### config.mk
export PLATFORM = sky130hd
export DESIGN_NAME = icache_top
export DESIGN_NICKNAME = d
export VERILOG_FILES = /design/src/verilog/icache_pkg.sv /design/src/verilog/icache_ctrl.sv /design/src/verilog/icache_data_store.sv /design/src/verilog/icache_tag_store.sv /design/src/verilog/icache_top.sv /design/src/verilog/refill_resp_buffer.sv
export SDC_FILE = /design/constraint.sdc
export NUM_CORES = 2
export LEC_CHECK = 0
export BUFFER_PORTS_ARGS = -buffer_cell sky130_fd_sc_hd__buf_2
export CORE_UTILIZATION = 41
export DETAILED_ROUTE_END_ITERATION = 8
export SYNTH_ARGS = -nofsm -noshare
export SYNTH_HDL_FRONTEND = slang
export SYNTH_HIERARCHICAL = 1
export SYNTH_SLANG_ARGS = --single-unit
### constraint.sdc
create_clock -name clk_i -period 7.15 [get_ports clk_i]
set_input_delay 1.43 -clock clk_i [delete_from_list [all_inputs] [get_ports clk_i]]
set_output_delay 1.43 -clock clk_i [all_outputs]
set_load 0.01 [all_outputs]
### src/verilog/icache_pkg.sv
`default_nettype none

package icache_pkg;

   ///////////////////////////////
   // Fetch and refill word sizes
   ///////////////////////////////
   localparam int FETCH_ADDR_WIDTH = 32;
   localparam int FETCH_DATA_WIDTH = 32;

   // Two ways of sixteen one-word lines
   localparam int NB_WAYS          = 2;
   localparam int NB_SETS          = 16;
   localparam int SET_ID_WIDTH     = 4;

   ///////////////////////////////
   // Address split
   ///////////////////////////////
   // Byte offset inside the word, never stored
   localparam int OFFSET_WIDTH     = 2;
   localparam int SET_ID_LSB       = 2;
   localparam int SET_ID_MSB       = 5;
   // Everything above the set index goes into the tag
   localparam int TAG_LSB          = 6;
   localparam int TAG_WIDTH        = 26;

   // Refill response buffer geometry
   localparam int RESP_BUF_DEPTH   = 2;
   localparam int RESP_PTR_WIDTH   = 1;
   localparam int RESP_CNT_WIDTH   = 2;

   // Controller states
   typedef enum logic [2:0] {
      IDLE,
      LOOKUP,
      REFILL_REQ,
      REFILL_WAIT,
      FLUSH
   } ctrl_state_e;

endpackage

`default_nettype wire

### src/verilog/icache_ctrl.sv
`timescale 1ns/1ps
`default_nettype none

module icache_ctrl
   import icache_pkg::*;
(
   input  wire logic                                 clk_i,
   input  wire logic                                 rst_n_i,

   // Core fetch port
   input  wire logic                                 fetch_req_i,
   input  wire logic [FETCH_ADDR_WIDTH-1:0]          fetch_addr_i,
   output logic                                      fetch_gnt_o,
   output logic                                      fetch_rvalid_o,
   output logic [FETCH_DATA_WIDTH-1:0]               fetch_rdata_o,

   // Flush request and done pulse
   input  wire logic                                 flush_icache_i,
   output logic                                      cache_is_flushed_o,

   // Refill request towards program memory
   output logic                                      refill_req_o,
   input  wire logic                                 refill_gnt_i,
   output logic [FETCH_ADDR_WIDTH-1:0]               refill_addr_o,

   // Store control
   output logic                                      rd_en_o,
   output logic [SET_ID_WIDTH-1:0]                   set_id_o,
   output logic [NB_WAYS-1:0]                        way_we_o,
   output logic [TAG_WIDTH-1:0]                      tag_wdata_o,
   output logic [FETCH_DATA_WIDTH-1:0]               data_wdata_o,
   output logic                                      flush_all_o,

   // Store read data
   input  wire logic [NB_WAYS-1:0][TAG_WIDTH-1:0]    tag_rdata_i,
   input  wire logic [NB_WAYS-1:0]                   valid_rdata_i,
   input  wire logic [$clog2(NB_WAYS)-1:0]           victim_way_i,
   input  wire logic [NB_WAYS-1:0][FETCH_DATA_WIDTH-1:0] data_rdata_i,

   // Response buffer head
   input  wire logic                                 resp_valid_i,
   input  wire logic [FETCH_DATA_WIDTH-1:0]          resp_data_i,
   output logic                                      resp_pop_o
);

   ctrl_state_e                 state_q;
   ctrl_state_e                 state_d;

   // Address of the fetch in flight
   logic [FETCH_ADDR_WIDTH-1:0] addr_q;

   // Word returned one cycle after the fill
   logic                        refill_done_q;
   logic [FETCH_DATA_WIDTH-1:0] refill_data_q;

   logic [NB_WAYS-1:0]          hit_way;
   logic                        hit;
   logic [FETCH_DATA_WIDTH-1:0] hit_data;

   //////////////////////////////
   // Tag compare
   //////////////////////////////
   always_comb
   begin
      hit_data = '0;
      for (int w = 0; w < NB_WAYS; w++)
      begin
         hit_way[w] = valid_rdata_i[w] && (tag_rdata_i[w] == addr_q[TAG_LSB +: TAG_WIDTH]);
         // At most one way matches so an OR is enough
         if (hit_way[w])
            hit_data = hit_data | data_rdata_i[w];
      end
   end

   assign hit = |hit_way;

   // Hit answers straight from LOOKUP, a refill one cycle after the fill
   assign fetch_rvalid_o = ((state_q == LOOKUP) && hit) || refill_done_q;
   assign fetch_rdata_o  = refill_done_q ? refill_data_q : hit_data;

   // Line aligned refill address
   assign refill_addr_o  = {addr_q[FETCH_ADDR_WIDTH-1:OFFSET_WIDTH], {OFFSET_WIDTH{1'b0}}};

   // Fill payload
   assign tag_wdata_o    = addr_q[TAG_LSB +: TAG_WIDTH];
   assign data_wdata_o   = resp_data_i;

   //////////////////////////////
   // Next state
   //////////////////////////////
   always_comb
   begin
      state_d            = state_q;
      fetch_gnt_o        = 1'b0;
      rd_en_o            = 1'b0;
      set_id_o           = addr_q[SET_ID_MSB:SET_ID_LSB];
      way_we_o           = '0;
      flush_all_o        = 1'b0;
      resp_pop_o         = 1'b0;
      refill_req_o       = 1'b0;
      cache_is_flushed_o = 1'b0;

      case (state_q)
         IDLE:
         begin
            // Flush wins over a new fetch
            if (flush_icache_i)
            begin
               flush_all_o = 1'b1;
               state_d     = FLUSH;
            end
            else
            begin
               fetch_gnt_o = 1'b1;
               set_id_o    = fetch_addr_i[SET_ID_MSB:SET_ID_LSB];
               if (fetch_req_i)
               begin
                  rd_en_o = 1'b1;
                  state_d = LOOKUP;
               end
            end
         end

         LOOKUP:
         begin
            state_d = hit ? IDLE : REFILL_REQ;
         end

         REFILL_REQ:
         begin
            refill_req_o = 1'b1;
            if (refill_gnt_i)
               state_d = REFILL_WAIT;
         end

         REFILL_WAIT:
         begin
            // Fill the victim way as the word leaves the buffer
            if (resp_valid_i)
            begin
               resp_pop_o = 1'b1;
               way_we_o   = NB_WAYS'(1) << victim_way_i;
               state_d    = IDLE;
            end
         end

         FLUSH:
         begin
            // Valid bits went clear at the last edge
            cache_is_flushed_o = 1'b1;
            state_d            = IDLE;
         end

         default:
         begin
            state_d = IDLE;
         end
      endcase
   end

   always_ff @(posedge clk_i)
   begin
      if (!rst_n_i)
      begin
         state_q       <= IDLE;
         refill_done_q <= 1'b0;
      end
      else
      begin
         state_q       <= state_d;
         refill_done_q <= resp_pop_o;
      end
   end

   always_ff @(posedge clk_i)
   begin
      if (fetch_req_i && fetch_gnt_o)
         addr_q <= fetch_addr_i;
      if (resp_pop_o)
         refill_data_q <= resp_data_i;
   end

   //////////////////////////////
   // Checks
   //////////////////////////////
   // Fills only go to the victim, so a line never sits in both ways
   assert property (@(posedge clk_i) disable iff (!rst_n_i)
      (state_q == LOOKUP) |-> $onehot0(hit_way));

   // Memory sees a stable request until it grants
   assert property (@(posedge clk_i) disable iff (!rst_n_i)
      (refill_req_o && !refill_gnt_i) |=> (refill_req_o && $stable(refill_addr_o)));

endmodule

`default_nettype wire

### src/verilog/icache_data_store.sv
`timescale 1ns/1ps
`default_nettype none

module icache_data_store
   import icache_pkg::*;
(
   input  wire logic                             clk_i,
   input  wire logic                             rd_en_i,
   input  wire logic [SET_ID_WIDTH-1:0]          set_id_i,
   input  wire logic [NB_WAYS-1:0]               way_we_i,
   input  wire logic [FETCH_DATA_WIDTH-1:0]      data_wdata_i,
   output logic [NB_WAYS-1:0][FETCH_DATA_WIDTH-1:0] data_rdata_o
);

   // One instruction word per line
   logic [FETCH_DATA_WIDTH-1:0] data_mem_q [NB_WAYS][NB_SETS];

   //////////////////////////////
   // Write and registered read
   //////////////////////////////
   always_ff @(posedge clk_i)
   begin
      for (int w = 0; w < NB_WAYS; w++)
      begin
         if (way_we_i[w])
            data_mem_q[w][set_id_i] <= data_wdata_i;
         // Both ways read out, the controller picks the hit
         if (rd_en_i)
            data_rdata_o[w] <= data_mem_q[w][set_id_i];
      end
   end

endmodule

`default_nettype wire

### src/verilog/icache_tag_store.sv
`timescale 1ns/1ps
`default_nettype none

module icache_tag_store
   import icache_pkg::*;
(
   input  wire logic                        clk_i,
   input  wire logic                        rst_n_i,
   input  wire logic                        rd_en_i,
   input  wire logic [SET_ID_WIDTH-1:0]     set_id_i,
   input  wire logic [NB_WAYS-1:0]          way_we_i,
   input  wire logic [TAG_WIDTH-1:0]        tag_wdata_i,
   input  wire logic                        flush_all_i,
   output logic [NB_WAYS-1:0][TAG_WIDTH-1:0] tag_rdata_o,
   output logic [NB_WAYS-1:0]               valid_rdata_o,
   output logic [$clog2(NB_WAYS)-1:0]       victim_way_o
);

   logic [TAG_WIDTH-1:0]                      tag_mem_q [NB_WAYS][NB_SETS];
   logic [NB_WAYS-1:0][NB_SETS-1:0]           valid_q;
   // Round-robin pointer, one per set
   logic [NB_SETS-1:0][$clog2(NB_WAYS)-1:0]   victim_q;

   //////////////////////////////
   // Valid bits and victim pointers
   //////////////////////////////
   always_ff @(posedge clk_i)
   begin
      if (!rst_n_i)
      begin
         valid_q  <= '0;
         victim_q <= '0;
      end
      else if (flush_all_i)
         valid_q <= '0;
      else if (|way_we_i)
      begin
         for (int w = 0; w < NB_WAYS; w++)
            if (way_we_i[w])
               valid_q[w][set_id_i] <= 1'b1;
         // Next fill of this set goes to the other way
         victim_q[set_id_i] <= victim_q[set_id_i] + 1'b1;
      end
   end

   // Tag array
   always_ff @(posedge clk_i)
   begin
      for (int w = 0; w < NB_WAYS; w++)
         if (way_we_i[w])
            tag_mem_q[w][set_id_i] <= tag_wdata_i;
   end

   // Registered read of all ways at once
   always_ff @(posedge clk_i)
   begin
      if (rd_en_i)
      begin
         for (int w = 0; w < NB_WAYS; w++)
         begin
            tag_rdata_o[w]   <= tag_mem_q[w][set_id_i];
            valid_rdata_o[w] <= valid_q[w][set_id_i];
         end
         victim_way_o <= victim_q[set_id_i];
      end
   end

   // A fill writes a single way
   assert property (@(posedge clk_i) disable iff (!rst_n_i) $onehot0(way_we_i));

endmodule

`default_nettype wire

### src/verilog/icache_top.sv
`timescale 1ns/1ps
`default_nettype none

module icache_top
   import icache_pkg::*;
(
   input  wire logic                        clk_i,
   input  wire logic                        rst_n_i,

   // Core fetch port
   input  wire logic                        fetch_req_i,
   input  wire logic [FETCH_ADDR_WIDTH-1:0] fetch_addr_i,
   output logic                             fetch_gnt_o,
   output logic                             fetch_rvalid_o,
   output logic [FETCH_DATA_WIDTH-1:0]      fetch_rdata_o,

   // Program memory refill port
   output logic                             refill_req_o,
   input  wire logic                        refill_gnt_i,
   output logic [FETCH_ADDR_WIDTH-1:0]      refill_addr_o,
   input  wire logic                        refill_r_valid_i,
   input  wire logic [FETCH_DATA_WIDTH-1:0] refill_r_data_i,

   // Whole cache flush
   input  wire logic                        flush_icache_i,
   output logic                             cache_is_flushed_o
);

   // Controller to stores
   logic                                    rd_en;
   logic [SET_ID_WIDTH-1:0]                 set_id;
   logic [NB_WAYS-1:0]                      way_we;
   logic [TAG_WIDTH-1:0]                    tag_wdata;
   logic [FETCH_DATA_WIDTH-1:0]             data_wdata;
   logic                                    flush_all;

   // Stores back to controller
   logic [NB_WAYS-1:0][TAG_WIDTH-1:0]       tag_rdata;
   logic [NB_WAYS-1:0]                      valid_rdata;
   logic [$clog2(NB_WAYS)-1:0]              victim_way;
   logic [NB_WAYS-1:0][FETCH_DATA_WIDTH-1:0] data_rdata;

   // Response buffer head
   logic                                    resp_valid;
   logic [FETCH_DATA_WIDTH-1:0]             resp_data;
   logic                                    resp_pop;

   //////////////////////////////
   // Controller
   //////////////////////////////
   icache_ctrl i_icache_ctrl (
      .clk_i              ( clk_i              ),
      .rst_n_i            ( rst_n_i            ),
      .fetch_req_i        ( fetch_req_i        ),
      .fetch_addr_i       ( fetch_addr_i       ),
      .fetch_gnt_o        ( fetch_gnt_o        ),
      .fetch_rvalid_o     ( fetch_rvalid_o     ),
      .fetch_rdata_o      ( fetch_rdata_o      ),
      .flush_icache_i     ( flush_icache_i     ),
      .cache_is_flushed_o ( cache_is_flushed_o ),
      .refill_req_o       ( refill_req_o       ),
      .refill_gnt_i       ( refill_gnt_i       ),
      .refill_addr_o      ( refill_addr_o      ),
      .rd_en_o            ( rd_en              ),
      .set_id_o           ( set_id             ),
      .way_we_o           ( way_we             ),
      .tag_wdata_o        ( tag_wdata          ),
      .data_wdata_o       ( data_wdata         ),
      .flush_all_o        ( flush_all          ),
      .tag_rdata_i        ( tag_rdata          ),
      .valid_rdata_i      ( valid_rdata        ),
      .victim_way_i       ( victim_way         ),
      .data_rdata_i       ( data_rdata         ),
      .resp_valid_i       ( resp_valid         ),
      .resp_data_i        ( resp_data          ),
      .resp_pop_o         ( resp_pop           )
   );

   //////////////////////////////
   // Tag and data stores
   //////////////////////////////
   icache_tag_store i_icache_tag_store (
      .clk_i         ( clk_i       ),
      .rst_n_i       ( rst_n_i     ),
      .rd_en_i       ( rd_en       ),
      .set_id_i      ( set_id      ),
      .way_we_i      ( way_we      ),
      .tag_wdata_i   ( tag_wdata   ),
      .flush_all_i   ( flush_all   ),
      .tag_rdata_o   ( tag_rdata   ),
      .valid_rdata_o ( valid_rdata ),
      .victim_way_o  ( victim_way  )
   );

   icache_data_store i_icache_data_store (
      .clk_i        ( clk_i      ),
      .rd_en_i      ( rd_en      ),
      .set_id_i     ( set_id     ),
      .way_we_i     ( way_we     ),
      .data_wdata_i ( data_wdata ),
      .data_rdata_o ( data_rdata )
   );

   // Memory responses land here before the controller sees them
   refill_resp_buffer i_refill_resp_buffer (
      .clk_i        ( clk_i            ),
      .rst_n_i      ( rst_n_i          ),
      .push_valid_i ( refill_r_valid_i ),
      .push_data_i  ( refill_r_data_i  ),
      .resp_pop_i   ( resp_pop         ),
      .resp_valid_o ( resp_valid       ),
      .resp_data_o  ( resp_data        )
   );

endmodule

`default_nettype wire

### src/verilog/refill_resp_buffer.sv
`timescale 1ns/1ps
`default_nettype none

module refill_resp_buffer
   import icache_pkg::*;
(
   input  wire logic                        clk_i,
   input  wire logic                        rst_n_i,

   // Producer side, program memory response
   input  wire logic                        push_valid_i,
   input  wire logic [FETCH_DATA_WIDTH-1:0] push_data_i,

   // Consumer side, cache controller
   input  wire logic                        resp_pop_i,
   output logic                             resp_valid_o,
   output logic [FETCH_DATA_WIDTH-1:0]      resp_data_o
);

   logic [FETCH_DATA_WIDTH-1:0] buf_mem_q [RESP_BUF_DEPTH];
   logic [RESP_PTR_WIDTH-1:0]   head_q;
   logic [RESP_PTR_WIDTH-1:0]   tail_q;
   logic [RESP_CNT_WIDTH-1:0]   count_q;
   logic                        full;

   assign full         = (count_q == RESP_CNT_WIDTH'(RESP_BUF_DEPTH));
   assign resp_valid_o = (count_q != '0);
   assign resp_data_o  = buf_mem_q[head_q];

   //////////////////////////////
   // Pointers and occupancy
   //////////////////////////////
   always_ff @(posedge clk_i)
   begin
      if (!rst_n_i)
      begin
         head_q  <= '0;
         tail_q  <= '0;
         count_q <= '0;
      end
      else
      begin
         // Power of two depth so pointers wrap on their own
         if (push_valid_i)
            tail_q <= tail_q + 1'b1;
         if (resp_pop_i)
            head_q <= head_q + 1'b1;
         case ({push_valid_i, resp_pop_i})
            2'b10:   count_q <= count_q + 1'b1;
            2'b01:   count_q <= count_q - 1'b1;
            default: count_q <= count_q;
         endcase
      end
   end

   // Entry storage
   always_ff @(posedge clk_i)
   begin
      if (push_valid_i)
         buf_mem_q[tail_q] <= push_data_i;
   end

   // Memory has no back-pressure so it must never find the buffer full
   assert property (@(posedge clk_i) disable iff (!rst_n_i) !(push_valid_i && full));

   // Controller only pops a valid head
   assert property (@(posedge clk_i) disable iff (!rst_n_i) resp_pop_i |-> resp_valid_o);

endmodule

`default_nettype wire
==> run metrics <==
status=completed; Ports=138; Peak VDD IR=0.000284 V; Via-to-Cell Ratio=5.66; Post-synth EDFFs=2101; unrepaired setup endpoints after global routing=false; Area Growth Syn to Fin=13.6%; commonest cells after routing, fill and taps aside=edfxtp_1 (2101), mux4_2 (473), a22oi_1 (236); Clk pin slew, worst setup/hold paths=60 ps; pre-CTS WS=1370 ps; fin crit period=6060 ps; Placer Congestion=0.750; slew margin rel.=0.201; drt initial violations=3841; Vias=37900; syn avg cell area=22.3 um2; number of global-route vias before repair=38900; min-delay worst type=flip-flop to flip-flop; Fin. Hold Viols=0; Total Neg Setup Slack=0 ps; Post-Route Utilization=0.469; CTS tree=yes; Worst Hold End=i_icache_tag_store/valid_q[7]$_SDFFE_PP0P_; CTS Hold Bufs=0; Cells after DPL=6307; DR DRC count=0; clk root buf=clkbuf_16; reg2reg start=i_icache_ctrl/state_q[1]$_SDFFE_PN0P_; Worst Skew=77.5 ps; reg2reg setup slack=2540 ps; # Max-Cap Violations=0; total CTS buffers=208; initial antenna violation count=8; Clock Tree Buf Depth=3; Total Wirelength=192 mm; #FFs+latches synth=2158; Initial Util=0.413; Layout Cells excl Fill=6697; total gr overflow=0; Hold Worst Slack=463 ps; Worst R2R End=i_icache_data_store/data_rdata_o[40]$_DFFE_PP_; first drt pass iteration count=5; first-pass GRT wire length=276 mm; Setup Fix Bufs, Post-CTS=0; Final period util=0.847; R2R cell count=7; CP Capture Type=output pin; power density over the cells=288 nW/um2; data required time of the critical path=5720 ps; Synth top area share=0.774; Achievable Freq=0.165 GHz; slowest CP cell=nor4_1; cell taking the most area after synthesis=edfxtp_1; critical path class=flip-flop to output pin; routed len/inst=28.7 um; Die ar.=201000 um2; ys flop type=edfxtp_1; Detailed Place HPWL=108 mm; worst-path fanout max=18; Tot GR Track Use=0.192; critical path, cell by cell=xor2_1 -> nor4_1 -> nand4_2 -> nor2_4 -> buf_4 -> a221o_1 -> buf_2; Die X=448 um; Post-Synthesis Cells=3651; layout cells sized above 1=0.287; Final Instance Area=92600 um2; Worst path max stage delay=830 ps; CP Launch Type=flip-flop; pin count of the biggest net entering global routing=108; Cell Area, Placed=85800 um2; final-stage net count=3948; Unique masters post-synth=50; hold depth=1; Core ar.=197000 um2; Syn. warnings=6; hold_sp=i_icache_tag_store/valid_q[7]$_SDFFE_PP0P_; final setup fails=0; clk sinks=2158; synth top area cells=edfxtp_1 (77%), mux4_2 (13%), a22oi_1 (2.2%), dfxtp_1 (1.4%), buf_4 (0.70%); static leakage=29.1 nW; IO Port Bufs=133; CTS H-tree depth=4; Tot Pwr=26.7 mW; Die Ht=448 um; fin. max-slew vios=0; antenna viol nets, final=0; row count=163; Clk Latency, worst-skew pair=880 ps; commonest non-fill, non-tap cell in the layout=edfxtp_1; post-route setup slack=1090 ps; post_cts resized=0; Cell Area, Synth=81500 um2; register area share after synthesis=0.788; Async SR Flop Fraction=0; Critical Path AT=4630 ps; Worst-Margin Slew=1200 ps
-- report_power, final --
part	total, mW	switching (mW)	internal [mW]
clock	10.9	4.74	6.14
sequential	14.1	0.0593	14.0
combinational	1.71	1.03	0.684
total	26.7	5.83	20.8
-- worst max path at each step --
stage / slack (ps) / start / endpoint / depth (start not counted)
finish: 1090 / i_icache_ctrl/addr_q[6]$_DFFE_PP_ / fetch_rdata_o[22] / 7
global route: 880 / i_icache_ctrl/addr_q[6]$_DFFE_PP_ / fetch_rdata_o[22] / 7
CTS: 980 / i_icache_ctrl/addr_q[6]$_DFFE_PP_ / fetch_rdata_o[15] / 7
detailed placement: 1370 / flush_icache_i / i_icache_data_store/data_rdata_o[4]$_DFFE_PP_ / 8
global placement: 1390 / flush_icache_i / i_icache_data_store/data_rdata_o[40]$_DFFE_PP_ / 8
floorplan: 2070 / flush_icache_i / i_icache_data_store/data_rdata_o[0]$_DFFE_PP_ / 2
-- metal layers --
layer,routed length (um),part of all wire,vias up,global-route usage
met2,95100,0.49,1296,0.313
li1,-,-,15800,-
met5,0,0,-,0
met3,11300,0.059,252,0.0311
met1,80600,0.42,20600,0.265
met4,5240,0.027,0,0.0631
-- sequential cells by signal, indices dropped and copies added (netlist names), named ones only --
| signal | flops |
|---|---|
| i_icache_data_store/data_mem_q | 1024 |
| i_icache_tag_store/tag_mem_q | 832 |
| i_icache_data_store/data_rdata_o | 64 |
| i_refill_resp_buffer/buf_mem_q | 64 |
| i_icache_tag_store/tag_rdata_o | 52 |
| i_icache_ctrl/refill_data_q | 32 |
| i_icache_tag_store/valid_q | 32 |
| i_icache_ctrl/addr_q | 30 |
| i_icache_tag_store/victim_q | 16 |
| i_icache_ctrl/state_q | 3 |
| i_icache_tag_store/valid_rdata_o | 2 |
| i_refill_resp_buffer/count_q | 2 |
| i_icache_ctrl/refill_done_q | 1 |
| i_icache_tag_store/victim_way_o | 1 |
| i_refill_resp_buffer/head_q | 1 |
| i_refill_resp_buffer/tail_q | 1 |
-- cells by family after synthesis --
group                      count (synthesis)  share of synthesized area
and+or+nand+nor                          329                     0.0188
DFF                                     2158                      0.788
xor gates and xnor gates                  56                    0.00620
buffers and inverters                    253                     0.0173
AOI/OAI and AO/OA                        336                     0.0326
muxes                                    517                      0.137
adders and majority gates                  1                   0.000154
other                                      1                  0.0000460
-- cell type report --
type                       count  area [um2]
fill                       16100      105000
sequential                  2158       64200
multi-input combinational   1241       16400
clock buffer                 264        5550
tap                         2640        3300
timing repair buffer         265        1790
clock inverter               121        1250
antenna                        5        12.5
inverter                       3        11.3
-- worst max-delay path: cells and delay by family (launching register included) --
family	cells	cell delay, ps
AOI/OAI and AO/OA	1	240
xor gates and xnor gates	1	270
buffers and inverters	2	550
DFF	1	700
and+or+nand+nor	3	1930
-- synth_stat cells (15+ instances only) --
cell         n
a221o_1     32
xnor2_1     30
nand2_1    138
mux2_2      34
mux4_2     473
nand4_1     15
xor2_1      24
a22oi_1    236
buf_4       76
dfxtp_1     57
buf_2       74
o21a_1      33
nor2_1      85
and2_1      43
clkbuf_1    77
edfxtp_1  2101
Power figures use the tool's default switching activity.
